### src/hw/spriteRomData.svh
`ifndef SPRITE_ROM_DATA_SVH
`define SPRITE_ROM_DATA_SVH

// top byte of each bitmap is line 0, msb is the leftmost pixel
function automatic logic [7:0] spriteLine(input logic [3:0] spriteId,
                                          input logic [2:0] lineIdx);
    logic [63:0] bitmap;
    case (spriteId)
        4'd0: bitmap = 64'hFF81_8181_8181_81FF;
        4'd1: bitmap = 64'h1818_18FF_FF18_1818;
        4'd2: bitmap = 64'h8040_2010_0804_0201;
        4'd3: bitmap = 64'hAA55_AA55_AA55_AA55;
        4'd4: bitmap = 64'h3C42_A581_A599_423C;
        // arrow, asymmetric on both axes
        4'd5: bitmap = 64'h1030_7FFF_7F30_1000;
        4'd6: bitmap = 64'h7E40_407C_4040_4000;
        4'd7: bitmap = 64'h4040_4040_4040_7E00;
        4'd8: bitmap = 64'h0103_070F_1F3F_7FFF;
        4'd9: bitmap = 64'hFFFF_FFFF_FFFF_FFFF;
        4'd10: bitmap = 64'h66FF_FFFF_7E3C_1800;
        4'd11: bitmap = 64'hFF00_FF00_FF00_FF00;
        4'd12: bitmap = 64'h3C7E_E7C3_C3E7_7E3C;
        4'd13: bitmap = 64'hE0A0_E040_4070_4070;
        4'd14: bitmap = 64'hC060_3018_0C06_0300;
        // ID 15 is the empty sprite
        default: bitmap = 64'h0;
    endcase
    return bitmap[(3'd7 - lineIdx) * 8 +: 8];
endfunction

`endif
### src/hw/spritePkg.sv
`default_nettype none

package spritePkg;

    // screen geometry
    localparam int UPSCALE = 5;
    localparam int TILE_PIX = 8;
    localparam int TILE_LEN = UPSCALE * TILE_PIX;

    localparam int H_ACTIVE = 640;
    localparam int V_ACTIVE = 480;
    localparam int H_TOTAL = 800;
    localparam int V_TOTAL = 525;

    localparam int NUM_SLOTS = 9;

    typedef logic [3:0] spriteId_t;

    // bit 0 mirrors horizontally, bit 1 flips vertically
    typedef logic [1:0] orient_t;

    // one entity slot, 14 bits
    typedef struct packed {
        spriteId_t id;
        orient_t orient;
        logic [3:0] tileX;
        logic [3:0] tileY;
    } entity_t;

    // marks a slot as unused
    localparam spriteId_t NO_SPRITE = 4'hF;

    typedef enum logic [1:0] {
        IDLE,
        SCAN,
        DONE
    } scanState_t;

    // counters in, registered pixel bit, registered output
    localparam int LATENCY = 3;

endpackage

`default_nettype wire

### src/hw/tileRenderer.sv
`timescale 1ns/100ps
`default_nettype none

module tileRenderer import spritePkg::*; #(
    parameter int H_TILES = 16,
    parameter int V_TILES = 12,
    parameter int SLOTS = NUM_SLOTS
) (
    input logic clk,
    input logic reset,
    input logic [9:0] hCount,
    input logic [9:0] vCount,
    input logic entityWe,
    input logic [3:0] entityAddr,
    input entity_t entityData,
    output logic colour
);

    logic scanStart;
    logic tileEdge;
    logic active;
    logic [2:0] col;
    logic [2:0] line;
    logic [3:0] nextTileX;
    logic [3:0] nextTileY;

    logic [3:0] slotAddr;
    entity_t slotData;

    spriteId_t matchId;
    orient_t matchOrient;
    logic matchValid;
    logic [2:0] romLine;
    logic scanDone;
    logic [7:0] pendingLine;

    rasterTileTracker #(
        .H_TILES(H_TILES),
        .V_TILES(V_TILES)
    ) rasterTileTracker_inst (
        .clk(clk),
        .reset(reset),
        .hCount(hCount),
        .vCount(vCount),
        .scanStart(scanStart),
        .tileEdge(tileEdge),
        .active(active),
        .col(col),
        .line(line),
        .nextTileX(nextTileX),
        .nextTileY(nextTileY)
    );

    entityScanFsm #(
        .SLOTS(SLOTS)
    ) entityScanFsm_inst (
        .clk(clk),
        .reset(reset),
        .scanStart(scanStart),
        .nextTileX(nextTileX),
        .nextTileY(nextTileY),
        .line(line),
        .slotData(slotData),
        .slotAddr(slotAddr),
        .matchId(matchId),
        .matchOrient(matchOrient),
        .matchValid(matchValid),
        .romLine(romLine),
        .done(scanDone)
    );

    entityTable #(
        .SLOTS(SLOTS)
    ) entityTable_inst (
        .clk(clk),
        .reset(reset),
        .we(entityWe),
        .wrAddr(entityAddr),
        .wrData(entityData),
        .rdAddr(slotAddr),
        .rdData(slotData)
    );

    // no match reads the empty sprite
    spriteRom spriteRom_inst (
        .clk(clk),
        .reset(reset),
        .load(scanDone),
        .spriteId(matchValid ? matchId : NO_SPRITE),
        .lineIdx(romLine),
        .pendingLine(pendingLine)
    );

    spritePixelOut spritePixelOut_inst (
        .clk(clk),
        .reset(reset),
        .tileEdge(tileEdge),
        .active(active),
        .col(col),
        .pendingLine(pendingLine),
        .mirror(matchOrient[0]),
        .colour(colour)
    );

endmodule

`default_nettype wire

### src/hw/spritePixelOut.sv
`timescale 1ns/100ps
`default_nettype none

module spritePixelOut (
    input logic clk,
    input logic reset,
    input logic tileEdge,
    input logic active,
    input logic [2:0] col,
    input logic [7:0] pendingLine,
    input logic mirror,
    output logic colour
);

    logic [7:0] curLine;
    logic curMirror;
    logic [7:0] lineSel;
    logic mirrorSel;
    logic [2:0] bitIdx;
    logic pixBit;
    logic activeD;

    // first pixel of a tile already draws from the new line
    assign lineSel = tileEdge ? pendingLine : curLine;
    assign mirrorSel = tileEdge ? mirror : curMirror;
    assign bitIdx = mirrorSel ? col : 3'd7 - col;

    always_ff @(posedge clk) begin
        if (!reset) begin
            curLine <= '0;
            curMirror <= 1'b0;
            pixBit <= 1'b0;
            activeD <= 1'b0;
            colour <= 1'b0;
        end else begin
            if (tileEdge) begin
                curLine <= pendingLine;
                curMirror <= mirror;
            end
            pixBit <= lineSel[bitIdx];
            activeD <= active;
            // black in blanking
            colour <= pixBit && activeD;
        end
    end

endmodule

`default_nettype wire

### src/hw/spriteRom.sv
`timescale 1ns/100ps
`default_nettype none

module spriteRom import spritePkg::*; (
    input logic clk,
    input logic reset,
    input logic load,
    input spriteId_t spriteId,
    input logic [2:0] lineIdx,
    output logic [7:0] pendingLine
);

    `include "spriteRomData.svh"

    // lineIdx comes in already flipped for vertical orientation
    always_ff @(posedge clk) begin
        if (!reset) begin
            pendingLine <= '0;
        end else if (load) begin
            pendingLine <= spriteLine(spriteId, lineIdx);
        end
    end

endmodule

`default_nettype wire

### src/hw/entityTable.sv
`timescale 1ns/100ps
`default_nettype none

module entityTable import spritePkg::*; #(
    parameter int SLOTS = NUM_SLOTS
) (
    input logic clk,
    input logic reset,
    input logic we,
    input logic [3:0] wrAddr,
    input entity_t wrData,
    input logic [3:0] rdAddr,
    output entity_t rdData
);

    localparam entity_t EMPTY = '{id: NO_SPRITE, orient: '0, tileX: '0, tileY: '0};

    entity_t slots [SLOTS];

    always_ff @(posedge clk) begin
        if (!reset) begin
            for (int i = 0; i < SLOTS; i++) begin
                slots[i] <= EMPTY;
            end
        end else if (we && wrAddr < 4'(SLOTS)) begin
            slots[wrAddr] <= wrData;
        end
    end

    // addresses past the last slot read as unused
    assign rdData = (rdAddr < 4'(SLOTS)) ? slots[rdAddr] : EMPTY;

endmodule

`default_nettype wire

### src/hw/entityScanFsm.sv
`timescale 1ns/100ps
`default_nettype none

module entityScanFsm import spritePkg::*; #(
    parameter int SLOTS = NUM_SLOTS
) (
    input logic clk,
    input logic reset,
    input logic scanStart,
    input logic [3:0] nextTileX,
    input logic [3:0] nextTileY,
    input logic [2:0] line,
    input entity_t slotData,
    output logic [3:0] slotAddr,
    output spriteId_t matchId,
    output orient_t matchOrient,
    output logic matchValid,
    output logic [2:0] romLine,
    output logic done
);

    scanState_t state;
    logic hit;

    // slot in use and sitting on the requested tile
    assign hit = slotData.id != NO_SPRITE
        && slotData.tileX == nextTileX
        && slotData.tileY == nextTileY;

    assign done = state == DONE;

    // line stays put until the next request, so the flip can be done here
    assign romLine = matchOrient[1] ? 3'd7 - line : line;

    always_ff @(posedge clk) begin
        if (!reset) begin
            state <= IDLE;
            slotAddr <= '0;
            matchId <= NO_SPRITE;
            matchOrient <= '0;
            matchValid <= 1'b0;
        end else begin
            case (state)
                IDLE: begin
                    // matchId keeps its old value, only matchValid qualifies it
                    if (scanStart) begin
                        state <= SCAN;
                        slotAddr <= '0;
                        matchOrient <= '0;
                        matchValid <= 1'b0;
                    end
                end
                SCAN: begin
                    // lowest slot wins and later hits are ignored
                    if (hit && !matchValid) begin
                        matchId <= slotData.id;
                        matchOrient <= slotData.orient;
                        matchValid <= 1'b1;
                    end
                    if (slotAddr == 4'(SLOTS - 1)) begin
                        state <= DONE;
                    end else begin
                        slotAddr <= slotAddr + 4'd1;
                    end
                end
                DONE: begin
                    state <= IDLE;
                end
                default: begin
                    state <= IDLE;
                end
            endcase
        end
    end

endmodule

`default_nettype wire

### src/hw/rasterTileTracker.sv
`timescale 1ns/100ps
`default_nettype none

module rasterTileTracker import spritePkg::*; #(
    parameter int H_TILES = 16,
    parameter int V_TILES = 12
) (
    input logic clk,
    input logic reset,
    input logic [9:0] hCount,
    input logic [9:0] vCount,
    output logic scanStart,
    output logic tileEdge,
    output logic active,
    output logic [2:0] col,
    output logic [2:0] line,
    output logic [3:0] nextTileX,
    output logic [3:0] nextTileY
);

    logic [2:0] hUp;
    logic [3:0] tileX;
    logic [2:0] vUp;
    logic [2:0] row;
    logic [3:0] tileY;

    logic [2:0] hUpN;
    logic [2:0] colN;
    logic [3:0] tileXN;
    logic [2:0] vUpStep;
    logic [2:0] rowStep;
    logic [3:0] tileYStep;
    logic [2:0] vUpN;
    logic [2:0] rowN;
    logic [3:0] tileYN;

    logic hUpLast;
    logic hTileEnd;
    logic hActive;
    logic vActive;
    logic tileFirst;
    logic lastLine;
    logic inLineScan;
    logic edgeScan;

    assign hUpLast = hUp == 3'(UPSCALE - 1);
    // previous pixel was the last one of a tile
    assign hTileEnd = hUpLast && col == 3'(TILE_PIX - 1);
    assign hActive = hCount < 10'(H_ACTIVE);
    assign vActive = vCount < 10'(V_ACTIVE);
    assign lastLine = vCount == 10'(V_TOTAL - 1);

    // horizontal position of the pixel now on hCount
    always_comb begin
        if (hCount == '0) begin
            hUpN = '0;
            colN = '0;
            tileXN = '0;
        end else if (!hUpLast) begin
            hUpN = hUp + 3'd1;
            colN = col;
            tileXN = tileX;
        end else begin
            hUpN = '0;
            colN = col + 3'd1;
            tileXN = (col == 3'(TILE_PIX - 1)) ? tileX + 4'd1 : tileX;
        end
    end

    // vertical position one line further, also used for the next line's request
    always_comb begin
        if (vUp != 3'(UPSCALE - 1)) begin
            vUpStep = vUp + 3'd1;
            rowStep = row;
            tileYStep = tileY;
        end else begin
            vUpStep = '0;
            rowStep = row + 3'd1;
            if (row != 3'(TILE_PIX - 1)) begin
                tileYStep = tileY;
            end else begin
                tileYStep = (tileY == 4'(V_TILES - 1)) ? 4'd0 : tileY + 4'd1;
            end
        end

        // vertical counters move only when hCount wraps
        if (hCount != '0) begin
            vUpN = vUp;
            rowN = row;
            tileYN = tileY;
        end else if (vCount == '0) begin
            vUpN = '0;
            rowN = '0;
            tileYN = '0;
        end else begin
            vUpN = vUpStep;
            rowN = rowStep;
            tileYN = tileYStep;
        end
    end

    assign tileFirst = hActive && vActive && (hCount == '0 || hTileEnd);
    // the last tile of a line asks for nothing, the blanking request covers tile 0
    assign inLineScan = tileFirst && tileXN != 4'(H_TILES - 1);
    assign edgeScan = hCount == 10'(H_ACTIVE) && (lastLine || vCount < 10'(V_ACTIVE - 1));

    always_ff @(posedge clk) begin
        if (!reset) begin
            hUp <= '0;
            col <= '0;
            tileX <= '0;
            vUp <= '0;
            row <= '0;
            tileY <= '0;
            active <= 1'b0;
            tileEdge <= 1'b0;
            scanStart <= 1'b0;
            nextTileX <= '0;
            nextTileY <= '0;
            line <= '0;
        end else begin
            hUp <= hUpN;
            col <= colN;
            tileX <= tileXN;
            vUp <= vUpN;
            row <= rowN;
            tileY <= tileYN;
            active <= hActive && vActive;
            tileEdge <= tileFirst;
            scanStart <= inLineScan || edgeScan;
            if (inLineScan) begin
                nextTileX <= tileXN + 4'd1;
                nextTileY <= tileYN;
                line <= rowN;
            end else if (edgeScan) begin
                // tile 0 of the coming line
                nextTileX <= '0;
                nextTileY <= lastLine ? 4'd0 : tileYStep;
                line <= lastLine ? 3'd0 : rowStep;
            end
        end
    end

endmodule

`default_nettype wire

### config.mk
export PLATFORM = sky130hd
export DESIGN_NAME = tileRenderer
export DESIGN_NICKNAME = d
export VERILOG_FILES = /design/src/hw/spritePkg.sv /design/src/hw/tileRenderer.sv /design/src/hw/spritePixelOut.sv /design/src/hw/spriteRom.sv /design/src/hw/entityTable.sv /design/src/hw/entityScanFsm.sv /design/src/hw/rasterTileTracker.sv
export VERILOG_INCLUDE_DIRS = /design/src /design/src/hw
export SDC_FILE = /design/constraint.sdc
export NUM_CORES = 1
export LEC_CHECK = 0
export ABC_CLOCK_PERIOD_IN_PS = 4200
export BUFFER_PORTS_ARGS = -buffer_cell sky130_fd_sc_hd__buf_4
export CAP_MARGIN = 20
export CORE_MARGIN = 10
export CORE_UTILIZATION = 35
export DETAILED_ROUTE_END_ITERATION = 16
export SLEW_MARGIN = 25
export SYNTH_ARGS = -nofsm -noshare
export SYNTH_HDL_FRONTEND = slang
export SYNTH_SLANG_ARGS = --single-unit
export TNS_END_PERCENT = 100
### constraint.sdc
create_clock -name clk -period 4.2 [get_ports clk]
set_clock_uncertainty 0.2 [all_clocks]
set_input_delay 0.63 -clock clk [delete_from_list [all_inputs] [get_ports clk]]
set_output_delay 0.63 -clock clk [all_outputs]
set_load 0.005 [all_outputs]
# ---- Word-level counts from Yosys, hierarchy flattened
# Memory sizes are Yosys's and may differ from the RTL's. A register that Yosys moved wholly into a read port is not among the register bits.
# Index checks and enable logic that the tools add are counted.
# Widths: inputs -> output; s select.
dict set report op_classes {
  eq_ne 18
  shift 1
  mux 52
  n_addsub 11
  bitwise 1
  reduce_logical 27
  order_cmp 6
}
# operator count
set ops {}
lappend ops {{$mux 64} 2}
lappend ops {{$mux 4} 19}
lappend ops {{$shiftx 64x33->8} 1}
lappend ops {{$mux 3} 10}
lappend ops {{$mux 14} 2}
lappend ops {{$eq 10x10->1 const B} 2}
lappend ops {{$logic_not 10->1} 2}
lappend ops {{$lt 10x9->1 const B} 2}
lappend ops {{$add 4x1->4 const B} 4}
lappend ops {{$reduce_or 14->1} 1}
lappend ops {{$add 3x1->3 const B} 4}
lappend ops {{$logic_and 1x1->1} 10}
lappend ops {{$lt 10x10->1 const B} 1}
lappend ops {{$reduce_bool 10->1} 1}
lappend ops {{$mux 1} 9}
lappend ops {{$eq 4x4->1} 2}
lappend ops {{$eq 4x4->1 const B} 2}
lappend ops {{$lt 4x4->1 const B} 2}
lappend ops {{$mux 2} 4}
lappend ops {{$mux 8} 1}
lappend ops {{$ne 4x4->1 const B} 2}
lappend ops {{$pmux 2 s2} 2}
lappend ops {{$pmux 4 s2} 1}
lappend ops {{$eq 3x3->1 const B} 2}
lappend ops {{other kinds (19)} 28}
dict set report word_totals {
  n_memories 2
  ramBits 126
  romBits 1024
  ff_bits 67
  input_bits 41
  elab_cells 141
}
# memory depth word_bits read_ports rd_ports_with_merged_regs wr line_no
set memory_table {}
lappend memory_table {{(name not given)} 16 64 1 0 0 spriteRomData.svh:8} ;# case (spriteId)
lappend memory_table {entityTable_inst.slots 9 14 1 1 9 entityTable.sv:18} ;# entity_t slots [SLOTS];

# ---- Depth between registers and ports, before layout
# Gate-level depths: netlist of the first run.
dict set report logic_depth {
  depth_word 8
  depth_mapped 12
  ltp_nobuf 12
}

# ---- Cells and area by module
# Synthesis of the first run repeated with hierarchy kept, for this count alone.
dict set report unflattened {
  cells_unflattened 1058
  area_unflattened_um2 11255.8
}
# mod instances cells_per_inst area_each_um2
set modules_own_cells {}
lappend modules_own_cells {entityTable 1 410 5955.7}
lappend modules_own_cells {spriteRom 1 287 1973.1}
lappend modules_own_cells {rasterTileTracker 1 207 1851.8}
lappend modules_own_cells {entityScanFsm 1 84 763.2}
lappend modules_own_cells {spritePixelOut 1 66 686.9}
lappend modules_own_cells {tileRenderer 1 4 25.0}

# ---- Worst setup path before layout of the first run
# No wires, ideal clock.
dict set report synth_timing {
  kind {input-to-reg}
  from {input port hCount[1]}
  to {register rasterTileTracker_inst.line[0]}
  slack_ps 1141
  path_buffers 2
  required_ps 3878
  t_arrival_ps 2737
  path_stages 10
  setup_ps 122
  cell_sequence {nor4_1 -> and3_1 -> clkbuf_1 -> nor2_1 -> ha_1 -> a21oi_1 -> o21ai_1 -> and3_1 -> clkbuf_1 -> a221o_1}
}
dict set report synth_between {
  elab_chain_len 5
  elab_cells_between_ends 14
  cone_classes {order compare (1); eq/ne (2); mux (3); reduce/logical (8)}
}
# element line_no
set synth_lines {}
lappend synth_lines {{start: declaration} tileRenderer.sv:11} ;# input logic [9:0] hCount,
lappend synth_lines {{$logic_not 10->1 (*)} rasterTileTracker.sv:55} ;# if (hCount == '0) begin
lappend synth_lines {{$mux 4 (*)} rasterTileTracker.sv:55}
lappend synth_lines {{named net rasterTileTracker_inst.tileXN[0]} rasterTileTracker.sv:29} ;# logic [3:0] tileXN;
lappend synth_lines {{$ne 4x4->1 (*)} rasterTileTracker.sv:104} ;# assign inLineScan = tileFirst && tileXN != 4'(H_TILES - 1);
lappend synth_lines {{$logic_and 1x1->1 (*)} rasterTileTracker.sv:104}
lappend synth_lines {{$mux 3 or $reduce_bool 2->1 (tied branches)} -}
lappend synth_lines {{end signal: assignment} rasterTileTracker.sv:134} ;# line <= rowN;
lappend synth_lines {{end signal: assignment} rasterTileTracker.sv:139} ;# line <= lastLine ? 3'd0 : rowStep;
lappend synth_lines {{end: declaration} rasterTileTracker.sv:16} ;# output logic [2:0] line,
# The timed path passes the listed nets; every way through them passes the cells marked *.
# A chain may end at the register's enable or synchronous reset.

==> results of run 1 <==
==> state kept, by name (all words and copies together), names as in the netlist, 3 cells and up, named ones only <==
register	cells
rasterTileTracker_inst.tileX	4
rasterTileTracker_inst.line	3
rasterTileTracker_inst.col	3
rasterTileTracker_inst.row	3
rasterTileTracker_inst.nextTileX	4
rasterTileTracker_inst.tileY	4
rasterTileTracker_inst.vUp	3
entityScanFsm_inst.matchId	4
spriteRom_inst.pendingLine	8
spritePixelOut_inst.curLine	8
entityScanFsm_inst.slotAddr	4
rasterTileTracker_inst.hUp	3
rasterTileTracker_inst.nextTileY	4
entityTable_inst.slots	224
==> worst paths after layout <==
path | start | endpoint | slack (ns) | cells past startpoint
hold reg to reg | rasterTileTracker_inst.active | spritePixelOut_inst.activeD | 0.25 | 1
setup reg to reg | register | entityScanFsm_inst.matchId[2] | 0.90 | 7
setup / recovery | register | entityScanFsm_inst.matchId[2] | 0.90 | 7
hold / removal | entityData[9] | entityTable_inst.slots[9][9] | 0.18 | 1
==> final cells by class <==
cell class	instances	share of cell area, %
Tap cell	532	3.947
Timing Repair Buffer	86	3.828
Inverter	21	0.4674
Clock inverter	12	0.6678
Multi-Input combinational cell	887	37.30
Clock buffer	46	5.431
Sequential cell	295	48.36
==> Yosys cell counts (8+ instances only) <==
master / count
edfxtp_1: 224
xor2_1: 14
mux2i_1: 40
buf_2: 10
a22oi_1: 18
mux4_2: 59
inv_1: 20
nand3_1: 36
nand2b_1: 24
xnor2_1: 8
clkbuf_1: 44
or3_1: 32
ha_1: 24
dfxtp_1: 71
a21oi_1: 55
and3_1: 8
nand2_1: 65
nor2b_1: 15
nor2_1: 98
and2_1: 98
o221ai_1: 9
o21ai_0: 52
nor3_1: 14
==> per-layer routing <==
metal / wire length, um / up-vias / part of all wire, % / global-route usage (%)
met4: 939 / 0 / 2.6 / 4.555
met1: 15620 / 4975 / 43 / 18.51
met3: 2004 / 74 / 5.5 / 2.340
met5: 0 / - / 0 / 0
li1: - / 4667 / - / -
met2: 17990 / 285 / 49 / 24.32
==> per-stage QoR <==
step / total power [mW] / utilization (%) / hold slack (ns) / worst slack [ns] / area, um2
2_1_floorplan: 3.525 / - / 0.2119 / 1.141 / 14830
3_3_place_gp: 3.654 / 38.78 / 0.2291 / 0.8940 / 15840
3_5_place_dp: 3.664 / 38.78 / 0.2346 / 0.8077 / 15840
4_1_cts: 6.449 / 41.30 / 0.1673 / 0.8307 / 16860
5_1_grt: 6.593 / 41.30 / 0.1953 / 0.5792 / 16860
6_report: 6.369 / 41.30 / 0.1842 / 0.9048 / 16860
==> kinds of logic after synthesis <==
group           count (synthesis)  share of synthesized area (%)
flops                         295                          56.33
other cells                     1                        0.02592
fa+ha+maj                      24                          2.076
xor+xnor                       22                          1.332
compound gates                221                          10.13
simple gates                  421                          15.22
buf+inv                        89                          2.759
mux                           101                          12.13
==> power breakdown <==
group	leakage, nW	switching [mW]	internal, mW
sequential	2.75	0.0408	3.30
combinational	2.77	0.159	0.105
clock	0.497	1.17	1.60
total	6.02	1.37	5.00
==> results.toml, run 1 <==
[synthesis]
synth.largest_area_cell = "edfxtp_1"
yosysTopAreaCellShare_pct = 46.50
ys_warn_count = 0
synth_seq_cells = 295
yosysUniqueCellTypes = 71
avgSynthCellArea_um2 = 12.32
ys_seq_area_share_pct = 56.33
synth_edf_count = 224
netlist_instances = 1174
synth_flop_cell = "edfxtp_1"
synth.cell_area_um2 = 14470
synthArstFlopShare_pct = 0
synth.area.top_cells = "edfxtp_1 (47%), dfxtp_1 (9.8%), mux4_2 (9.2%)"

[clocking]
cts_made_buffers = 34
clk_latency_ns = 0.53
cts_hold_buf = 0
h-tree-depth = 2
clk_pin_slew_ns = 0.06
post-cts-setup-buffer-count = 0
clock-root-buffer = "clkbuf_16"
clockBufferDepth = 3
cts_resized = 0
clock_sinks = 295
cts_tree = "built"

[setup_path]
worstPathCellList = "nor2b_1 -> a22oi_1 -> a32o_1 -> or4b_1 -> a22oi_1 -> and4b_1 -> mux2i_1"
critPathBufInv = 0
timing.critical_path.mode_cell = "a22oi_1"
critPathMaxFanout = 45
crit_path_max_incr_delay_ns = 0.91
cpLargestDelayFamily = "simple AND/OR/NAND/NOR gates"
path_class = "register to register"
arrival_ns = 3.54
crit_required_ns = 4.45
start_kind = "register"
slowest_stage = "dfxtp_4"
end_kind = "register"

[sta]
slew_viol_final = 0
worstMarginPinSlew_ns = 1.065
period_needed_ns = 3.295
rsz0062_at_grt = "false"
fin_setup_tns_ns = 0
setup_viol = 0
timing.fmax_ghz = 0.3035
slew-limit-headroom_pct = 28.76
period_share_pct = 78.46
finalHoldViolations = 0

[placed_design]
place.gp.congestion = 0.9090
dpl.cell_count = 1821
place.detailed.hpwl_um = 24230
place.port_buffers = 41

[cells_and_area]
insertedDiodeCount = 0
syn_to_final_growth_pct = 16.58
multi_input_area_um2 = 6290
nFillCells = 3850
layout_commonest_cell = "edfxtp_1"
drive_gt1_share_pct = 14.70
fin_cells = 1879
mostFrequentLayoutCells = "edfxtp_1 (224), nor2_1 (98), and2_1 (98), conb_1 (98), buf_4 (86)"
finalNetCount = 1390
final-seq-area_um2 = 8155

[global_route]
grt_max_degree = 46
grt.overflow.total = 0
antenna_found_initial = 0
grt_pass1_wl_um = 57440
grt_pass1_vias = 9987
track_usage_pct = 14.42

[floorplan]
fp.dieArea_um2 = 49860
dieWidth_um = 223.3
die_y_um = 223.3
pin_count = 42
start_util_pct = 35.43
num_rows = 74
core-area_um2 = 40830

[flow_run]
maxCapViolCount = 0

[drt]
wl_per_cell_um = 19.45
drt_first_pass_iters = 5
ant_nets = 0
viasPerCell = 5.323
wirelength_um = 36550
drc = 0
num_vias = 10001
drt_iter0_drc = 872

[power]
pwr_density_cell_nw_per_um2 = 377.7
vdd_drop_max_uv = 276.9
p_leak_nw = 6.019

[run_status]
status = "completed"

[worst_hold_path]
hold_path_class = "input port to register"
No activity file was read; power rests on OpenSTA's default activity.
==> inputs of run 2 (changes only) <==
--- a/config.mk
+++ b/config.mk
@@ -6,7 +6,7 @@
 export SDC_FILE = /design/constraint.sdc
 export NUM_CORES = 1
 export LEC_CHECK = 0
-export ABC_CLOCK_PERIOD_IN_PS = 4200
+export ABC_CLOCK_PERIOD_IN_PS = 3400
 export BUFFER_PORTS_ARGS = -buffer_cell sky130_fd_sc_hd__buf_4
 export CAP_MARGIN = 20
 export CORE_MARGIN = 10
==> constraint.sdc (replaced) <==
create_clock -name clk -period 3.4 [get_ports clk]
set_clock_uncertainty 0.2 [all_clocks]
set_input_delay 0.51 -clock clk [delete_from_list [all_inputs] [get_ports clk]]
set_output_delay 0.51 -clock clk [all_outputs]
set_load 0.005 [all_outputs]
==> run 2 against run 1 <==
  * Clock power rose by 27%
  * Combinational power is 26% higher
  * First-iteration DRC count rose by 19%
  * Hold slack lost 0.096 ns
  * Die area unchanged
  * Sequential share of layout area shrank 0.80 points
  * Worst setup slack got worse by 0.61 ns
  * Power up 25%
  * Count of clock-buffer cells in the layout down 6
  * Largest cell class unchanged
  * Core utilization grew 0.70 points
==> results.toml, run 2 (synthesized netlist as in run 1, its figures left out) <==
[run_status]
status = "completed"

[floorplan]
fp.dieArea_um2 = 49860
core-area_um2 = 40830
pin_count = 42
num_rows = 74
dieWidth_um = 223.3
die_y_um = 223.3
start_util_pct = 35.43

[placed_design]
placed_area_um2 = 16080
place.gp.congestion = 0.9240
place.detailed.hpwl_um = 25710
place.port_buffers = 41
dp_slack_ns = 0.2832

[sta]
rsz0062_at_grt = "false"
worstMarginPinSlew_ns = 0.8694
slew_viol_final = 0
setup_viol = 0
fin_setup_tns_ns = 0
slew-limit-headroom_pct = 41.75
period_needed_ns = 3.102
period_share_pct = 91.23
timing.fmax_ghz = 0.3224
fin_ws_ns = 0.2981
finalHoldViolations = 0

[clocking]
h-tree-depth = 2
clock-root-buffer = "clkbuf_16"
cts_hold_buf = 0
cts_resized = 0
clockBufferDepth = 3
clock_sinks = 295
clk_latency_ns = 0.51
cts_tree = "built"
clk_pin_slew_ns = 0.06
cts_made_buffers = 34
post-cts-setup-buffer-count = 0

[setup_path]
rr_endpoint = "entityScanFsm_inst.matchId[1]"
critPathMaxFanout = 29
cp-endpoint = "entityScanFsm_inst.matchId[1]"
cp.depth = 8
r2r_slack_ns = 0.30
crit_path_max_incr_delay_ns = 0.69
slowest_stage = "dfxtp_4"
arrival_ns = 3.34
crit_required_ns = 3.64
cpLargestDelayFamily = "multiplexers"
end_kind = "register"
path_class = "register to register"
r2r.worst_path.cells = 8
start_kind = "register"
worstPathCellList = "buf_4 -> mux4_2 -> mux2i_1 -> mux2i_1 -> xor2_1 -> nor3_1 -> and4b_1 -> mux2i_1"
critPathBufInv = 1
timing.critical_path.mode_cell = "mux2i_1"

[cells_and_area]
largest-register = "entityTable_inst.slots"
largest_reg_flops = 224
finalNetCount = 1417
finish.utilization_pct = 42.00
mostFrequentLayoutCells = "edfxtp_1 (224), buf_4 (110), nor2_1 (98), and2_1 (98), conb_1 (98)"
nFillCells = 3820
top_regs = "entityTable_inst.slots x224, spritePixelOut_inst.curLine x8, spriteRom_inst.pendingLine x8"
syn_to_final_growth_pct = 18.55
multi_input_area_um2 = 6290
drive_gt1_share_pct = 16.51
final_cell_area_um2 = 17150
final-seq-area_um2 = 8155
insertedDiodeCount = 0
layout_commonest_cell = "edfxtp_1"

[power]
pwr_density_cell_nw_per_um2 = 465.0
p_leak_nw = 6.180
internal_power_mw = 6.314
vdd_drop_max_uv = 367.8
seq_power_share_pct = 51.7
pwr-share-comb_pct = 4.2
p_switching_mw = 1.659
swShare_pct = 20.81
p_clk_share_pct = 44.1

[drt]
wirelength_um = 37500
ant_nets = 0
drc = 0
viasPerCell = 5.303
drt_first_pass_iters = 5
wl_per_cell_um = 19.66
drt_iter0_drc = 1042
num_vias = 10113

[global_route]
antenna_found_initial = 0
grt.overflow.total = 0
track_usage_pct = 14.69
grt_pass1_wl_um = 58590
grt_pass1_vias = 10206
grt_max_degree = 46

[worst_hold_path]
hold_path_class = "input port to register"

[flow_run]
maxCapViolCount = 0
[run 2: changes by cell type in the layout (fill, tap and decap cells not counted), sizes merged]
cell,change
buf,+27
bufinv,+2
clkbuf,-6
clkinv,+5
clkinvlp,+2
inv,-2
[run 2: how the worst min path moves through the flow]
stage | start | to | slack [ns] | depth (start not counted)
2_1_floorplan | rasterTileTracker_inst.active | spritePixelOut_inst.activeD | 0.21 | 1
3_3_place_gp | rasterTileTracker_inst.active | spritePixelOut_inst.activeD | 0.22 | 1
3_5_place_dp | rasterTileTracker_inst.active | spritePixelOut_inst.activeD | 0.22 | 1
4_1_cts | entityData[8] | entityTable_inst.slots[10][8] | 0.07 | 1
5_1_grt | entityData[2] | entityTable_inst.slots[10][2] | 0.09 | 1
6_report | entityData[2] | entityTable_inst.slots[10][2] | 0.09 | 1
[run 2: power by group through the flow]
stage	Sequential (mW)	Combinational [mW]	Clock (mW)
floorplan	4.18	0.176	0
global placement	4.20	0.329	0
detailed placement	4.20	0.333	0
CTS	4.13	0.333	3.62
global route	4.14	0.366	3.77
finish	4.13	0.333	3.51
[run 2: worst register-to-register path, delay by kind of cell, from the launching register on]
family / cells / cell delay (ns)
XOR/XNOR: 1 / 0.16
flip-flops: 1 / 0.69
buffers and inverters: 1 / 0.28
AND/OR/NAND/NOR: 2 / 0.74
multiplexers: 4 / 0.97
[run 2: layout make-up]
cell class,count,share of cell area (%)
multi-input combinational,887,36.68
tap,532,3.882
sequential,295,47.56
inverter,21,0.4597
clock buffer,40,5.217
clock inverter,19,1.036
timing repair buffer,113,5.166
[run 2: routing by layer]
layer  GRT usage, %  vias up  wire (um)
li1               -     4726          -
met1          18.74     5024      15990
met2          24.93      295      18600
met3          2.458       68       2010
met4          4.446        0        901
met5              0        -          0
[run 2: through the flow]
step	total power [mW]	hold WS, ns	instances
3_3_place_gp	4.526	0.2171	1848
5_1_grt	8.273	0.09066	1907
3_5_place_dp	4.537	0.2185	1848
4_1_cts	8.085	0.07273	1907
2_1_floorplan	4.354	0.2119	1271
6_report	7.973	0.08839	1907
==> inputs of run 3 (changes only) <==
--- a/config.mk
+++ b/config.mk
@@ -12,6 +12,7 @@
 export CORE_MARGIN = 10
 export CORE_UTILIZATION = 35
 export DETAILED_ROUTE_END_ITERATION = 16
+export PLACE_DENSITY = 0.56
 export SLEW_MARGIN = 25
 export SYNTH_ARGS = -nofsm -noshare
 export SYNTH_HDL_FRONTEND = slang
==> run 3 against run 2 <==
  * Maximum frequency fell by 4.1%
  * Largest power group unchanged
  * Via count fell by 0.91%
  * Die area did not move
==> results.toml, run 3 (synthesized netlist as in run 1, its figures left out) <==
[run_status]
status = "completed"

[global_route]
antenna_found_initial = 0
grt_pass1_vias = 10158
grt_max_degree = 34
grt.overflow.total = 0
track_usage_pct = 15.09
grt_pass1_wl_um = 60200

[sta]
slew-limit-headroom_pct = 41.47
hold_slack_ns = 0.06603
rsz0062_at_grt = "false"
finalHoldViolations = 0
fin_setup_tns_ns = 0
period_share_pct = 95.11
worstMarginPinSlew_ns = 0.8721
setup_viol = 0
timing.fmax_ghz = 0.3092
period_needed_ns = 3.234
slew_viol_final = 0

[drt]
num_vias = 10021
wirelength_um = 38090
viasPerCell = 5.249
drt_iter0_drc = 887
ant_nets = 0
drt_first_pass_iters = 5
wl_per_cell_um = 19.95
drc = 0

[setup_path]
arrival_ns = 3.47
end_kind = "register"
start_kind = "register"
r2r_slack_ns = 0.17
crit_path_max_incr_delay_ns = 0.74
crit_required_ns = 3.64
worstPathCellList = "mux4_2 -> nor2_1 -> nor3_1 -> or3_1 -> a22oi_1 -> and4b_1 -> mux2i_1"
slowest_stage = "dfxtp_4"
critPathMaxFanout = 30
r2r.worst_path.cells = 7
path_class = "register to register"
rr_endpoint = "entityScanFsm_inst.matchId[1]"

[cells_and_area]
finalNetCount = 1418
layout_commonest_cell = "edfxtp_1"
largest-register = "entityTable_inst.slots"
nFillCells = 3837
insertedDiodeCount = 0
top_regs = "entityTable_inst.slots x224, spritePixelOut_inst.curLine x8, spriteRom_inst.pendingLine x8"
syn_to_final_growth_pct = 18.82
largest_reg_flops = 224
drive_gt1_share_pct = 16.78
final_cell_area_um2 = 17190
fin_cells = 1909
mostFrequentLayoutCells = "edfxtp_1 (224), buf_4 (109), nor2_1 (98), and2_1 (98), conb_1 (98)"

[worst_hold_path]
hold_path_class = "input port to register"
hold_path_depth = 1
min_to = "entityTable_inst.slots[13][8]"
hp-start = "entityData[8]"

[placed_design]
place.gp.congestion = 0.9016
place.detailed.hpwl_um = 26060
placed_area_um2 = 16090
place.port_buffers = 41
dpl.cell_count = 1848

[clocking]
clk_latency_ns = 0.53
clockBufferDepth = 3
cts_tree = "built"
clk_pin_slew_ns = 0.06
clock-root-buffer = "clkbuf_16"
clock_sinks = 295
cts_made_buffers = 35
post-cts-setup-buffer-count = 0
h-tree-depth = 2

[floorplan]
dieWidth_um = 223.3
die_y_um = 223.3
pin_count = 42
fp.dieArea_um2 = 49860
num_rows = 74
start_util_pct = 35.43
core-area_um2 = 40830

[power]
vdd_drop_max_uv = 342.1
p_leak_nw = 6.211
pwr_density_cell_nw_per_um2 = 468.6

[flow_run]
maxCapViolCount = 0
==> run 3: cell types whose count changed in the layout (fill, tap and decap cells not counted), sizes merged <==
| cell | change |
|---|---|
| clkbuf | +6 |
| clkinvlp | -3 |
| inv | +3 |
| bufinv | -2 |
| clkinv | -2 |
==> run 3: worst max-delay path, delay by kind of cell, from the launching register on <==
kind	cells	cell delay (ns)
AO/OA/AOI/OAI	1	0.25
multiplexers	2	0.83
flip-flops	1	0.74
AND/OR/NAND/NOR	4	1.12
==> run 3: how the worst max path moves through the flow <==
stage / from / to / slack, ns / cells past startpoint
floorplan: entityScanFsm_inst.matchValid / spriteRom_inst.pendingLine[7] / 0.35 / 10
global placement: register / entityScanFsm_inst.matchId[1] / 0.20 / 7
detailed placement: register / entityScanFsm_inst.matchId[1] / 0.14 / 7
CTS: register / entityScanFsm_inst.matchId[1] / 0.12 / 7
global route: register / entityScanFsm_inst.matchOrient[1] / 0.02 / 8
finish: register / entityScanFsm_inst.matchId[1] / 0.17 / 7
==> run 3: report_power, final <==
group / switching, mW / leakage, nW / internal (mW)
Sequential: 0.0513 / 2.75 / 4.07
Combinational: 0.202 / 2.91 / 0.136
Clock: 1.50 / 0.543 / 2.10
Total: 1.75 / 6.21 / 6.30
==> run 3: through the flow <==
step | total power [mW] | setup slack [ns] | utilization, %
after floorplan | 4.354 | 0.3475 | -
after global placement | 4.533 | 0.2022 | 39.40
after detailed placement | 4.541 | 0.1417 | 39.40
after CTS | 8.159 | 0.1211 | 42.09
after global routing | 8.347 | 0.01658 | 42.09
final | 8.054 | 0.1663 | 42.09
==> run 3: timing repair <==
action | 4_1_cts | 5_1_grt
endpoints found under the setup margin | 0 | 1
gates resized for setup | 0 | 1
hold buffers | 0 | 0
==> run 3: metal layers <==
metal	part of all wire, %	GRT usage [%]	vias up
li1	-	-	4734
met4	2.4	4.425	0
met1	43	19.62	4951
met2	49	25.23	272
met5	0	0	-
met3	5.0	2.550	64
==> run 3: final cells by class <==
type / instances / area [um2] / area share (%)
flip-flops and latches: 295 / 8155 / 47.45
multi-input cells: 887 / 6290 / 36.59
clock buffers: 46 / 962.2 / 5.598
repair buffers: 113 / 898.4 / 5.227
well taps: 532 / 665.6 / 3.873
clock inverters: 15 / 137.6 / 0.8008
inverters: 21 / 78.83 / 0.4586
